$ cat src/rx_dma_pkg.sv
// stream widths, buffer depth, timer constants and framer state encoding
package rx_dma_pkg;

    // stream and field widths
    localparam int word_w = 64;
    localparam int iq_w = 16;
    localparam int tsf_w = 64;
    localparam int len_w = 16;
    localparam int nword_w = 14;
    localparam int rssi_w = 11;
    localparam int gpio_w = 8;

    // output word buffer, depth must stay a power of two
    localparam int buf_depth = 16;
    localparam int buf_aw = 4;

    // 25 clocks per microsecond at 25 MHz
    localparam logic [4:0] clk_per_us = 5'd25;

    // interrupt delay unit in clocks
    localparam logic [1:0] count_scale = 2'd2;

    // stream reset hold length in clocks
    localparam logic [3:0] rst_hold = 4'd8;

    // framer states
    typedef enum logic [2:0] {
        wait_pkt    = 3'b000,
        hdr0        = 3'b001,
        hdr1        = 3'b010,
        wait_filter = 3'b011,
        wait_tlast  = 3'b100,
        wait_rst    = 3'b101
    } framer_state_t;

endpackage

$ cat src/rx_stream_if.sv
// framer to stream output link with framer and sink modports
`timescale 1ns/1ps

interface rx_stream_if;

    // buffered word strobe, no handshake
    logic [rx_dma_pkg::word_w-1:0]  word;
    logic                           word_valid;

    // frame control
    logic                           start;
    logic [rx_dma_pkg::nword_w-1:0] num_words;
    logic                           stream_rst;

    // final word left the output
    logic                           tlast_seen;

    modport framer (
        output word, word_valid, start, num_words, stream_rst,
        input  tlast_seen
    );

    modport sink (
        input  word, word_valid, start, num_words, stream_rst,
        output tlast_seen
    );

endinterface

$ cat src/rx_tsf_timer.sv
// rx_tsf_timer: microsecond tick, timestamp counter and timestamp lock
`timescale 1ns/1ps

module rx_tsf_timer (
    input  logic                         clk,
    input  logic                         rstn,
    input  logic                         sig_valid,
    output logic                         tick_1us,
    output logic [rx_dma_pkg::tsf_w-1:0] tsf_now,
    output logic [rx_dma_pkg::tsf_w-1:0] tsf_locked
);

    logic [4:0] div_cnt;

    // last cycle of each microsecond
    assign tick_1us = (div_cnt == rx_dma_pkg::clk_per_us - 5'd1);

    always_ff @(posedge clk) begin
        if (!rstn) begin
            div_cnt <= '0;
            tsf_now <= '0;
        end else begin
            if (tick_1us) begin
                div_cnt <= '0;
                tsf_now <= tsf_now + 1'b1;
            end else begin
                div_cnt <= div_cnt + 5'd1;
            end
        end
    end

    // header0 value, taken at the signal field
    always_ff @(posedge clk) begin
        if (sig_valid) begin
            tsf_locked <= tsf_now;
        end
    end

endmodule

$ cat src/rx_dma_framer.sv
// rx_dma_framer: header insertion, filter wait, tlast wait and stream reset recovery
`timescale 1ns/1ps

module rx_dma_framer (
    input  logic                           clk,
    input  logic                           rstn,
    input  logic                           sig_valid,
    input  logic                           ht_unsupport,
    input  logic                           ht_sgi,
    input  logic [7:0]                     pkt_rate,
    input  logic [rx_dma_pkg::len_w-1:0]   pkt_len,
    input  logic [rx_dma_pkg::rssi_w-1:0]  rssi_half_db,
    input  logic [rx_dma_pkg::gpio_w-1:0]  gpio_status,
    input  logic [rx_dma_pkg::tsf_w-1:0]   tsf_locked,
    input  logic [rx_dma_pkg::word_w-1:0]  data_from_acc,
    input  logic                           data_ready_from_acc,
    input  logic                           block_valid,
    input  logic                           block,
    input  logic                           tick_1us,
    input  logic                           recover_enable,
    input  logic [12:0]                    recover_timeout_top,
    output logic                           tlast_auto_recover,
    output logic [rx_dma_pkg::nword_w-1:0] num_dma_words,
    rx_stream_if.framer                    strm
);

    rx_dma_pkg::framer_state_t state;

    logic [rx_dma_pkg::word_w-1:0]  hdr1_word;
    logic [rx_dma_pkg::nword_w-1:0] len_words;
    logic [12:0]                    timer_us;
    logic [3:0]                     rst_cnt;
    logic                           accept;
    logic                           timeout;

    assign accept = sig_valid && !ht_unsupport;
    assign timeout = recover_enable && (timer_us > recover_timeout_top);

    // 8-byte words rounded up, plus the two header words
    assign len_words = {1'b0, pkt_len[rx_dma_pkg::len_w-1:3]}
                     + {{(rx_dma_pkg::nword_w-1){1'b0}}, |pkt_len[2:0]}
                     + {{(rx_dma_pkg::nword_w-2){1'b0}}, 2'd2};

    assign num_dma_words = strm.num_words;

    always_ff @(posedge clk) begin
        if (!rstn) begin
            state <= rx_dma_pkg::wait_pkt;
            strm.word_valid <= 1'b0;
            strm.start <= 1'b0;
            strm.stream_rst <= 1'b0;
            strm.num_words <= '0;
            tlast_auto_recover <= 1'b0;
            timer_us <= '0;
            rst_cnt <= '0;
        end else begin
            strm.word_valid <= 1'b0;
            strm.start <= 1'b0;
            tlast_auto_recover <= 1'b0;
            case (state)
                rx_dma_pkg::wait_pkt: begin
                    timer_us <= '0;
                    rst_cnt <= '0;
                    if (accept) begin
                        strm.num_words <= len_words;
                        state <= rx_dma_pkg::hdr0;
                    end
                end
                rx_dma_pkg::hdr0: begin
                    strm.word_valid <= 1'b1;
                    state <= rx_dma_pkg::hdr1;
                end
                rx_dma_pkg::hdr1: begin
                    strm.word_valid <= 1'b1;
                    state <= rx_dma_pkg::wait_filter;
                end
                rx_dma_pkg::wait_filter: begin
                    strm.word_valid <= data_ready_from_acc;
                    if (timeout) begin
                        strm.stream_rst <= 1'b1;
                        tlast_auto_recover <= 1'b1;
                        state <= rx_dma_pkg::wait_rst;
                    end else if (block_valid && !block) begin
                        strm.start <= 1'b1;
                        timer_us <= '0;
                        state <= rx_dma_pkg::wait_tlast;
                    end else if (block_valid && block) begin
                        strm.stream_rst <= 1'b1;
                        state <= rx_dma_pkg::wait_rst;
                    end else if (tick_1us && timer_us != '1) begin
                        timer_us <= timer_us + 13'd1;
                    end
                end
                rx_dma_pkg::wait_tlast: begin
                    strm.word_valid <= data_ready_from_acc;
                    if (timeout) begin
                        strm.stream_rst <= 1'b1;
                        tlast_auto_recover <= 1'b1;
                        state <= rx_dma_pkg::wait_rst;
                    end else begin
                        if (tick_1us && timer_us != '1) begin
                            timer_us <= timer_us + 13'd1;
                        end
                        if (strm.tlast_seen) begin
                            state <= rx_dma_pkg::wait_pkt;
                        end
                    end
                end
                rx_dma_pkg::wait_rst: begin
                    rst_cnt <= rst_cnt + 4'd1;
                    strm.num_words <= '0;
                    if (rst_cnt == rx_dma_pkg::rst_hold - 4'd1) begin
                        strm.stream_rst <= 1'b0;
                        state <= rx_dma_pkg::wait_pkt;
                    end
                end
                default: begin
                    state <= rx_dma_pkg::wait_pkt;
                end
            endcase
        end
    end

    // word mux: timestamp, rate/len/rf word, then decoder payload
    always_ff @(posedge clk) begin
        if (state == rx_dma_pkg::wait_pkt && accept) begin
            // byte 1 above gpio flags a packet present in the host buffer
            hdr1_word <= {10'd0, ht_sgi, pkt_rate[7], pkt_rate[3:0], pkt_len,
                          8'd1, gpio_status, 5'd0, rssi_half_db};
        end
        case (state)
            rx_dma_pkg::hdr0: strm.word <= tsf_locked;
            rx_dma_pkg::hdr1: strm.word <= hdr1_word;
            default:          strm.word <= data_from_acc;
        endcase
    end

    // grant pulse only comes out of the filter wait
    a_start_from_filter: assert property (@(posedge clk) disable iff (!rstn)
        $rose(strm.start) |-> $past(state) == rx_dma_pkg::wait_filter);

    a_rst_hold_len: assert property (@(posedge clk) disable iff (!rstn)
        $rose(strm.stream_rst) |-> strm.stream_rst[*rx_dma_pkg::rst_hold] ##1 !strm.stream_rst);

endmodule

$ cat src/rx_stream_out.sv
// rx_stream_out: word buffer, source select, drain under back-pressure and tlast
`timescale 1ns/1ps

module rx_stream_out (
    input  logic                            clk,
    input  logic                            rstn,
    input  logic                            raw_mode,
    input  logic [4*rx_dma_pkg::iq_w-1:0]   rf_iq,
    input  logic                            rf_iq_valid,
    input  logic                            start_ext_trigger,
    input  logic [rx_dma_pkg::nword_w-1:0]  raw_num_words,
    input  logic                            m_axis_tready,
    output logic [rx_dma_pkg::word_w-1:0]   m_axis_tdata,
    output logic                            m_axis_tvalid,
    output logic                            m_axis_tlast,
    output logic                            buf_overflow,
    rx_stream_if.sink                       strm
);

    logic [rx_dma_pkg::word_w-1:0]  mem [rx_dma_pkg::buf_depth];
    logic [rx_dma_pkg::buf_aw:0]    wr_ptr;
    logic [rx_dma_pkg::buf_aw:0]    rd_ptr;
    logic [rx_dma_pkg::buf_aw:0]    fill;
    // words handed to the output register in this frame
    logic [rx_dma_pkg::nword_w-1:0] load_cnt;
    logic [rx_dma_pkg::nword_w-1:0] load_next;
    logic [rx_dma_pkg::nword_w-1:0] target;
    logic [rx_dma_pkg::word_w-1:0]  in_word;
    logic                           in_valid;
    logic                           trigger;
    logic                           running;
    logic                           full;
    logic                           empty;
    logic                           can_load;

    assign in_word  = raw_mode ? rf_iq : strm.word;
    assign in_valid = raw_mode ? rf_iq_valid : strm.word_valid;
    assign trigger  = raw_mode ? start_ext_trigger : strm.start;
    assign target   = raw_mode ? raw_num_words : strm.num_words;

    assign fill  = wr_ptr - rd_ptr;
    assign full  = fill[rx_dma_pkg::buf_aw];
    assign empty = (wr_ptr == rd_ptr);
    assign load_next = load_cnt + 1'b1;
    assign can_load = running && !empty && (load_cnt != target)
                    && (!m_axis_tvalid || m_axis_tready);

    assign strm.tlast_seen = m_axis_tvalid && m_axis_tready && m_axis_tlast;

    always_ff @(posedge clk) begin
        if (!rstn || strm.stream_rst) begin
            wr_ptr <= '0;
            rd_ptr <= '0;
            load_cnt <= '0;
            running <= 1'b0;
            m_axis_tvalid <= 1'b0;
            m_axis_tlast <= 1'b0;
            buf_overflow <= 1'b0;
        end else begin
            if (in_valid) begin
                // full buffer drops the incoming word
                if (full) begin
                    buf_overflow <= 1'b1;
                end else begin
                    wr_ptr <= wr_ptr + 1'b1;
                end
            end
            if (trigger) begin
                running <= 1'b1;
            end
            if (can_load) begin
                rd_ptr <= rd_ptr + 1'b1;
                load_cnt <= load_next;
                m_axis_tvalid <= 1'b1;
                m_axis_tlast <= (load_next == target);
            end else if (m_axis_tready) begin
                m_axis_tvalid <= 1'b0;
                m_axis_tlast <= 1'b0;
            end
            if (strm.tlast_seen) begin
                running <= 1'b0;
                load_cnt <= '0;
            end
        end
    end

    always_ff @(posedge clk) begin
        if (in_valid && !full) begin
            mem[wr_ptr[rx_dma_pkg::buf_aw-1:0]] <= in_word;
        end
        if (can_load) begin
            m_axis_tdata <= mem[rd_ptr[rx_dma_pkg::buf_aw-1:0]];
        end
    end

    a_hold_data: assert property (@(posedge clk) disable iff (!rstn)
        m_axis_tvalid && !m_axis_tready |=> $stable(m_axis_tdata));

endmodule

$ cat src/rx_intr_delay.sv
// rx_intr_delay: delayed receive interrupt pulse after the dma completion edge
`timescale 1ns/1ps

module rx_intr_delay (
    input  logic        clk,
    input  logic        rstn,
    input  logic        s2mm_intr,
    input  logic [14:0] count_top,
    output logic        rx_pkt_intr
);

    logic        s2mm_d;
    logic        edge_seen;
    logic        active;
    logic [15:0] count_scaled;
    logic [15:0] count;

    assign edge_seen = s2mm_intr && !s2mm_d;

    // delay setting in clocks
    always_ff @(posedge clk) begin
        count_scaled <= {1'b0, count_top} * rx_dma_pkg::count_scale;
    end

    always_ff @(posedge clk) begin
        if (!rstn) begin
            s2mm_d <= 1'b0;
            active <= 1'b0;
            count <= '0;
            rx_pkt_intr <= 1'b0;
        end else begin
            s2mm_d <= s2mm_intr;
            rx_pkt_intr <= 1'b0;
            if (edge_seen) begin
                // restart on every new edge
                count <= '0;
                active <= 1'b1;
            end else if (active) begin
                if (count == count_scaled) begin
                    rx_pkt_intr <= 1'b1;
                    active <= 1'b0;
                end else begin
                    count <= count + 16'd1;
                end
            end
        end
    end

endmodule

$ cat src/rx_intf_top.sv
// rx_intf_top: timestamp timer, dma framer, stream output and interrupt delay
`timescale 1ns/1ps

module rx_intf_top (
    input  logic                            clk,
    input  logic                            rstn,
    // decoder
    input  logic [rx_dma_pkg::word_w-1:0]   data_from_acc,
    input  logic                            data_ready_from_acc,
    input  logic                            sig_valid,
    input  logic                            ht_unsupport,
    input  logic                            ht_sgi,
    input  logic [7:0]                      pkt_rate,
    input  logic [rx_dma_pkg::len_w-1:0]    pkt_len,
    input  logic [rx_dma_pkg::rssi_w-1:0]   rssi_half_db,
    input  logic [rx_dma_pkg::gpio_w-1:0]   gpio_status,
    // filter
    input  logic                            block_valid,
    input  logic                            block,
    // raw path
    input  logic [4*rx_dma_pkg::iq_w-1:0]   rf_iq,
    input  logic                            rf_iq_valid,
    input  logic                            raw_mode,
    input  logic                            start_ext_trigger,
    input  logic [rx_dma_pkg::nword_w-1:0]  raw_num_words,
    // recovery and interrupt settings
    input  logic                            recover_enable,
    input  logic [12:0]                     recover_timeout_top,
    input  logic [14:0]                     count_top,
    input  logic                            s2mm_intr,
    // dma stream
    output logic [rx_dma_pkg::word_w-1:0]   m_axis_tdata,
    output logic                            m_axis_tvalid,
    input  logic                            m_axis_tready,
    output logic                            m_axis_tlast,
    // status
    output logic                            rx_pkt_intr,
    output logic                            tlast_auto_recover,
    output logic [rx_dma_pkg::nword_w-1:0]  num_dma_words,
    output logic                            buf_overflow,
    output logic [rx_dma_pkg::tsf_w-1:0]    tsf_now
);

    logic                         tick_1us;
    logic [rx_dma_pkg::tsf_w-1:0] tsf_locked;

    rx_stream_if strm ();

    rx_tsf_timer u_tsf (
        .clk        (clk),
        .rstn       (rstn),
        .sig_valid  (sig_valid),
        .tick_1us   (tick_1us),
        .tsf_now    (tsf_now),
        .tsf_locked (tsf_locked)
    );

    rx_dma_framer u_framer (
        .clk                 (clk),
        .rstn                (rstn),
        .sig_valid           (sig_valid),
        .ht_unsupport        (ht_unsupport),
        .ht_sgi              (ht_sgi),
        .pkt_rate            (pkt_rate),
        .pkt_len             (pkt_len),
        .rssi_half_db        (rssi_half_db),
        .gpio_status         (gpio_status),
        .tsf_locked          (tsf_locked),
        .data_from_acc       (data_from_acc),
        .data_ready_from_acc (data_ready_from_acc),
        .block_valid         (block_valid),
        .block               (block),
        .tick_1us            (tick_1us),
        .recover_enable      (recover_enable),
        .recover_timeout_top (recover_timeout_top),
        .tlast_auto_recover  (tlast_auto_recover),
        .num_dma_words       (num_dma_words),
        .strm                (strm)
    );

    rx_stream_out u_out (
        .clk               (clk),
        .rstn              (rstn),
        .raw_mode          (raw_mode),
        .rf_iq             (rf_iq),
        .rf_iq_valid       (rf_iq_valid),
        .start_ext_trigger (start_ext_trigger),
        .raw_num_words     (raw_num_words),
        .m_axis_tready     (m_axis_tready),
        .m_axis_tdata      (m_axis_tdata),
        .m_axis_tvalid     (m_axis_tvalid),
        .m_axis_tlast      (m_axis_tlast),
        .buf_overflow      (buf_overflow),
        .strm              (strm)
    );

    rx_intr_delay u_intr (
        .clk         (clk),
        .rstn        (rstn),
        .s2mm_intr   (s2mm_intr),
        .count_top   (count_top),
        .rx_pkt_intr (rx_pkt_intr)
    );

endmodule

$ cat config.mk
export PLATFORM = sky130hd
export DESIGN_NAME = rx_intf_top
export DESIGN_NICKNAME = d
export VERILOG_FILES = /design/src/rx_dma_pkg.sv /design/src/rx_stream_if.sv /design/src/rx_tsf_timer.sv /design/src/rx_dma_framer.sv /design/src/rx_stream_out.sv /design/src/rx_intr_delay.sv /design/src/rx_intf_top.sv
export SDC_FILE = /design/constraint.sdc
export NUM_CORES = 2
export LEC_CHECK = 0
export BUFFER_PORTS_ARGS = -buffer_cell sky130_fd_sc_hd__clkbuf_2
export CAP_MARGIN = 25
export CORE_ASPECT_RATIO = 2
export CORE_MARGIN = 10
export CORE_UTILIZATION = 54
export DETAILED_ROUTE_END_ITERATION = 10
export PLACE_DENSITY_LB_ADDON = 0.15
export SLEW_MARGIN = 15
export SYNTH_ARGS = -nofsm -noshare
export SYNTH_HDL_FRONTEND = slang
export SYNTH_SLANG_ARGS = --single-unit
$ cat constraint.sdc
create_clock -name clk -period 11.2 [get_ports clk]
set_input_delay 0 -clock clk [delete_from_list [all_inputs] [get_ports clk]]
set_output_delay 0 -clock clk [all_outputs]
set_load 0.005 [all_outputs]
==> out/qor.txt <==
CTS buffer count: 116
Period utilisation layout: 44.1%
Fill count: 6,816
Max-cap violations: 0
CP required: 11.55 ns
Layout Area Growth over Synthesis: 18.3%
Number of antenna violations at the first check in global routing: 14
Startpoint types: flip-flop
Vias: 30,100
Clock transition at path regs: 0.07 ns
Initial core utilization: 54.4%
Leakage: 0.0220 uW
DR vias/cell: 6.01
H-tree depth: 3
Layout cells sized above 1: 27.9%
Slew @ Worst Pin: 1.06 ns
Synth Instances: 2,896
Ys flop type: edfxtp_1
NumNets Final: 3,818
Crit Path Max Fanout: 56
RSZ-0062 raised after global routing: false
Root Driver: clkbuf_16
Critical path class: flip-flop to flip-flop
CTS tree: yes
CP Cell Sequence: inv_1, ha_1, nor2b_1, o21a_1, o21a_1, or3_1, a21oi_2, nand2_1, nor3_2, buf_4, buf_4
Final Hold Vio Count: 0
Die Y: 471 um
Seq/Total Area, Yosys: 73.8%
Min Tclk post-route: 4.94 ns
Vias in the first global route: 31,800
DR iter-0 viols: 2,674
Post-synth cell types: 64
Yosys warns: 0
DRT antenna net count: 0
Port buffer count: 370
Critical Path End Type: flip-flop
Status: finished clean
Critical Path AT: 5.28 ns
Detailed Route WL: 138 mm
Post-Syn Area: 54,900 um2
Die area: 116,000 um2
Delay-heaviest family, CP: buffers and inverters
Final HPWL DP: 80.0 mm
FF+latch count, synth: 1,426
Clock sink count: 1,426
Setup Buffers After CTS: 0
Hold-fix buffers, CTS: 263
Global-route wire length before repair: 207 mm
Design Power: 12,300 uW
Setup TNS: 0 ns
Core box area: 101,000 um2
VDD IR-drop max: 0.161 mV
Syn nets: 3,154
Final Slew Violations: 0
R2R Setup Slk: 6.26 ns
Clock Skew: 0.0190 ns
I/O pin count: 374
RD Place Congestion: 0.879
Max incr delay on CP: 0.93 ns
# DRC: 0
Fraction of registers with async set/reset: 0%
Post-CTS Resized: 0
Largest net degree at the start of global routing: 149
Gr ovfl total: 0
Hold Path Class: input pin to flip-flop
CTS Buffer Depth: 3
Setup violators final: 0
Post-synth EDFFs: 1,193
# rows: 165
Routed WL per cell: 27.7 um
Fmax: 203 MHz
Slew Limit Headroom: 29.2%
Dpl cells: 4,513
GRT Resource Usage Total: 24.1%
Skew-Pair Late Insertion Delay: 0.73 ns
Avg Cell Area, Syn: 19.0 um2
First-pass DRT Iterations: 7
Die W: 245 um
Bufs and invs on worst path: 3
Critical path's slowest cell: dfxtp_4
Final Non-Filler Cells: 5,006
Pwr Density: 190 nW/um2
-- final cells by class --
type / instances / area (um2) / share of cell area, %
flip-flops and latches: 1426 / 40500 / 62.3
multi-input cells: 1306 / 13800 / 21.3
repair buffers: 673 / 4840 / 7.45
clock buffers: 142 / 3090 / 4.76
well taps: 1336 / 1670 / 2.57
clock inverters: 78 / 873 / 1.34
inverters: 37 / 146 / 0.225
diodes: 8 / 20.0 / 0.0308
-- worst paths after layout --
| check | start | depth (start not counted) | end |
|---|---|---|---|
| setup / recovery | u_out.rd_ptr[1] | 11 | u_out.mem[3][22] |
| hold / removal | sig_valid | 2 | u_tsf.tsf_locked[33] |
| setup reg to reg | u_out.rd_ptr[1] | 11 | u_out.mem[3][22] |
| hold reg to reg | u_framer.hdr1_word[34] | 2 | u_framer.strm.word[34] |
-- worst reg2reg max path: cells and delay by family, from the launching register on --
kind                       cells  cell delay, ns
adders and majority gates      1            0.33
buffers and inverters          3            1.41
AOI/OAI and AO/OA              3            0.99
and+or+nand+nor                4            0.84
DFF                            1            0.93
-- kinds of logic (layout without fill, tap and decap cells) --
kind of cell | count (synthesis) | in the layout | share of synthesized area (%)
compound gates | 191 | 191 | 2.32
xor+xnor | 132 | 132 | 2.11
mux | 411 | 411 | 14.9
fa+ha+maj | 31 | 31 | 0.707
buf+inv | 164 | 930 | 1.24
other cells | 0 | 8 | 0
flops | 1426 | 1426 | 73.8
simple gates | 541 | 541 | 4.93
-- synth_stat cells (40+ instances only) --
master	count	share of area, %
mux2_2	64	1.3
a22oi_1	45	0.62
xor2_1	79	1.3
clkbuf_1	79	0.54
nand3_1	60	0.55
and3_1	40	0.46
mux4_2	320	13
xnor2_1	53	0.85
a21oi_1	49	0.45
dfxtp_1	233	8.5
nand2_1	158	1.1
nor2_1	135	0.92
edfxtp_1	1193	65
-- state kept, by name, summed over array words and instances, names as in the netlist, 3 cells and up --
name                    cells
u_out.rd_ptr                5
u_out.m_axis_tdata         64
u_out.wr_ptr                5
u_framer.timer_us          13
u_framer.state              3
u_framer.num_dma_words     14
u_framer.hdr1_word         41
u_framer.rst_cnt            4
u_out.load_cnt             14
u_intr.count               16
u_tsf.tsf_locked           64
u_tsf.div_cnt               5
u_framer.strm.word         64
u_intr.count_scaled        15
u_tsf.tsf_now              64
u_out.mem                1024
-- power by group --
part / switching [uW] / total, uW / internal [uW]
clock: 1870 / 4260 / 2390
combinational: 945 / 1570 / 630
sequential: 168 / 6500 / 6330
-- cell usage in the layout, fill, tap and decap left out, drive strengths merged, types with 15 or more instances in the layout --
cell type / Yosys / routed
edfxtp: 1193 / 1193
clkbuf: 80 / 510
mux4: 320 / 320
dlygate4sd3: 0 / 263
dfxtp: 233 / 233
nand2: 158 / 158
nor2: 135 / 135
xor2: 79 / 79
mux2: 64 / 64
nand3: 61 / 61
xnor2: 53 / 53
clkinv: 2 / 51
a21oi: 50 / 50
a22oi: 45 / 45
buf: 47 / 42
inv: 35 / 42
and3: 40 / 40
o21ai: 34 / 34
ha: 31 / 31
nand4: 31 / 31
mux2i: 27 / 27
a22o: 23 / 23
or3: 19 / 19
and4: 18 / 18
bufinv: 0 / 18
and2: 16 / 16
nor3: 15 / 15
-- stage by stage --
stage	hold WS (ns)	setup WS, ns	utilization [%]	instance area [um2]
6_report	0.0489	6.26	64.3	65000
5_1_grt	0.0315	5.99	64.3	65000
2_1_floorplan	0.0277	3.50	-	54900
3_5_place_dp	0.106	6.28	57.7	58300
3_3_place_gp	0.103	6.31	57.7	58300
4_1_cts	0.000581	6.22	64.3	64900
-- metal layers --
layer / global-route usage (%) / routed length (um) / vias to the layer above / part of all wire [%]
li1: - / - / 12900 / -
met1: 32.0 / 55100 / 15700 / 40
met2: 40.1 / 69900 / 1300 / 50
met3: 4.88 / 10200 / 168 / 7.3
met4: 6.66 / 3330 / 0 / 2.4
met5: 0 / 0 / - / 0
Power figures use the tool's default switching activity.
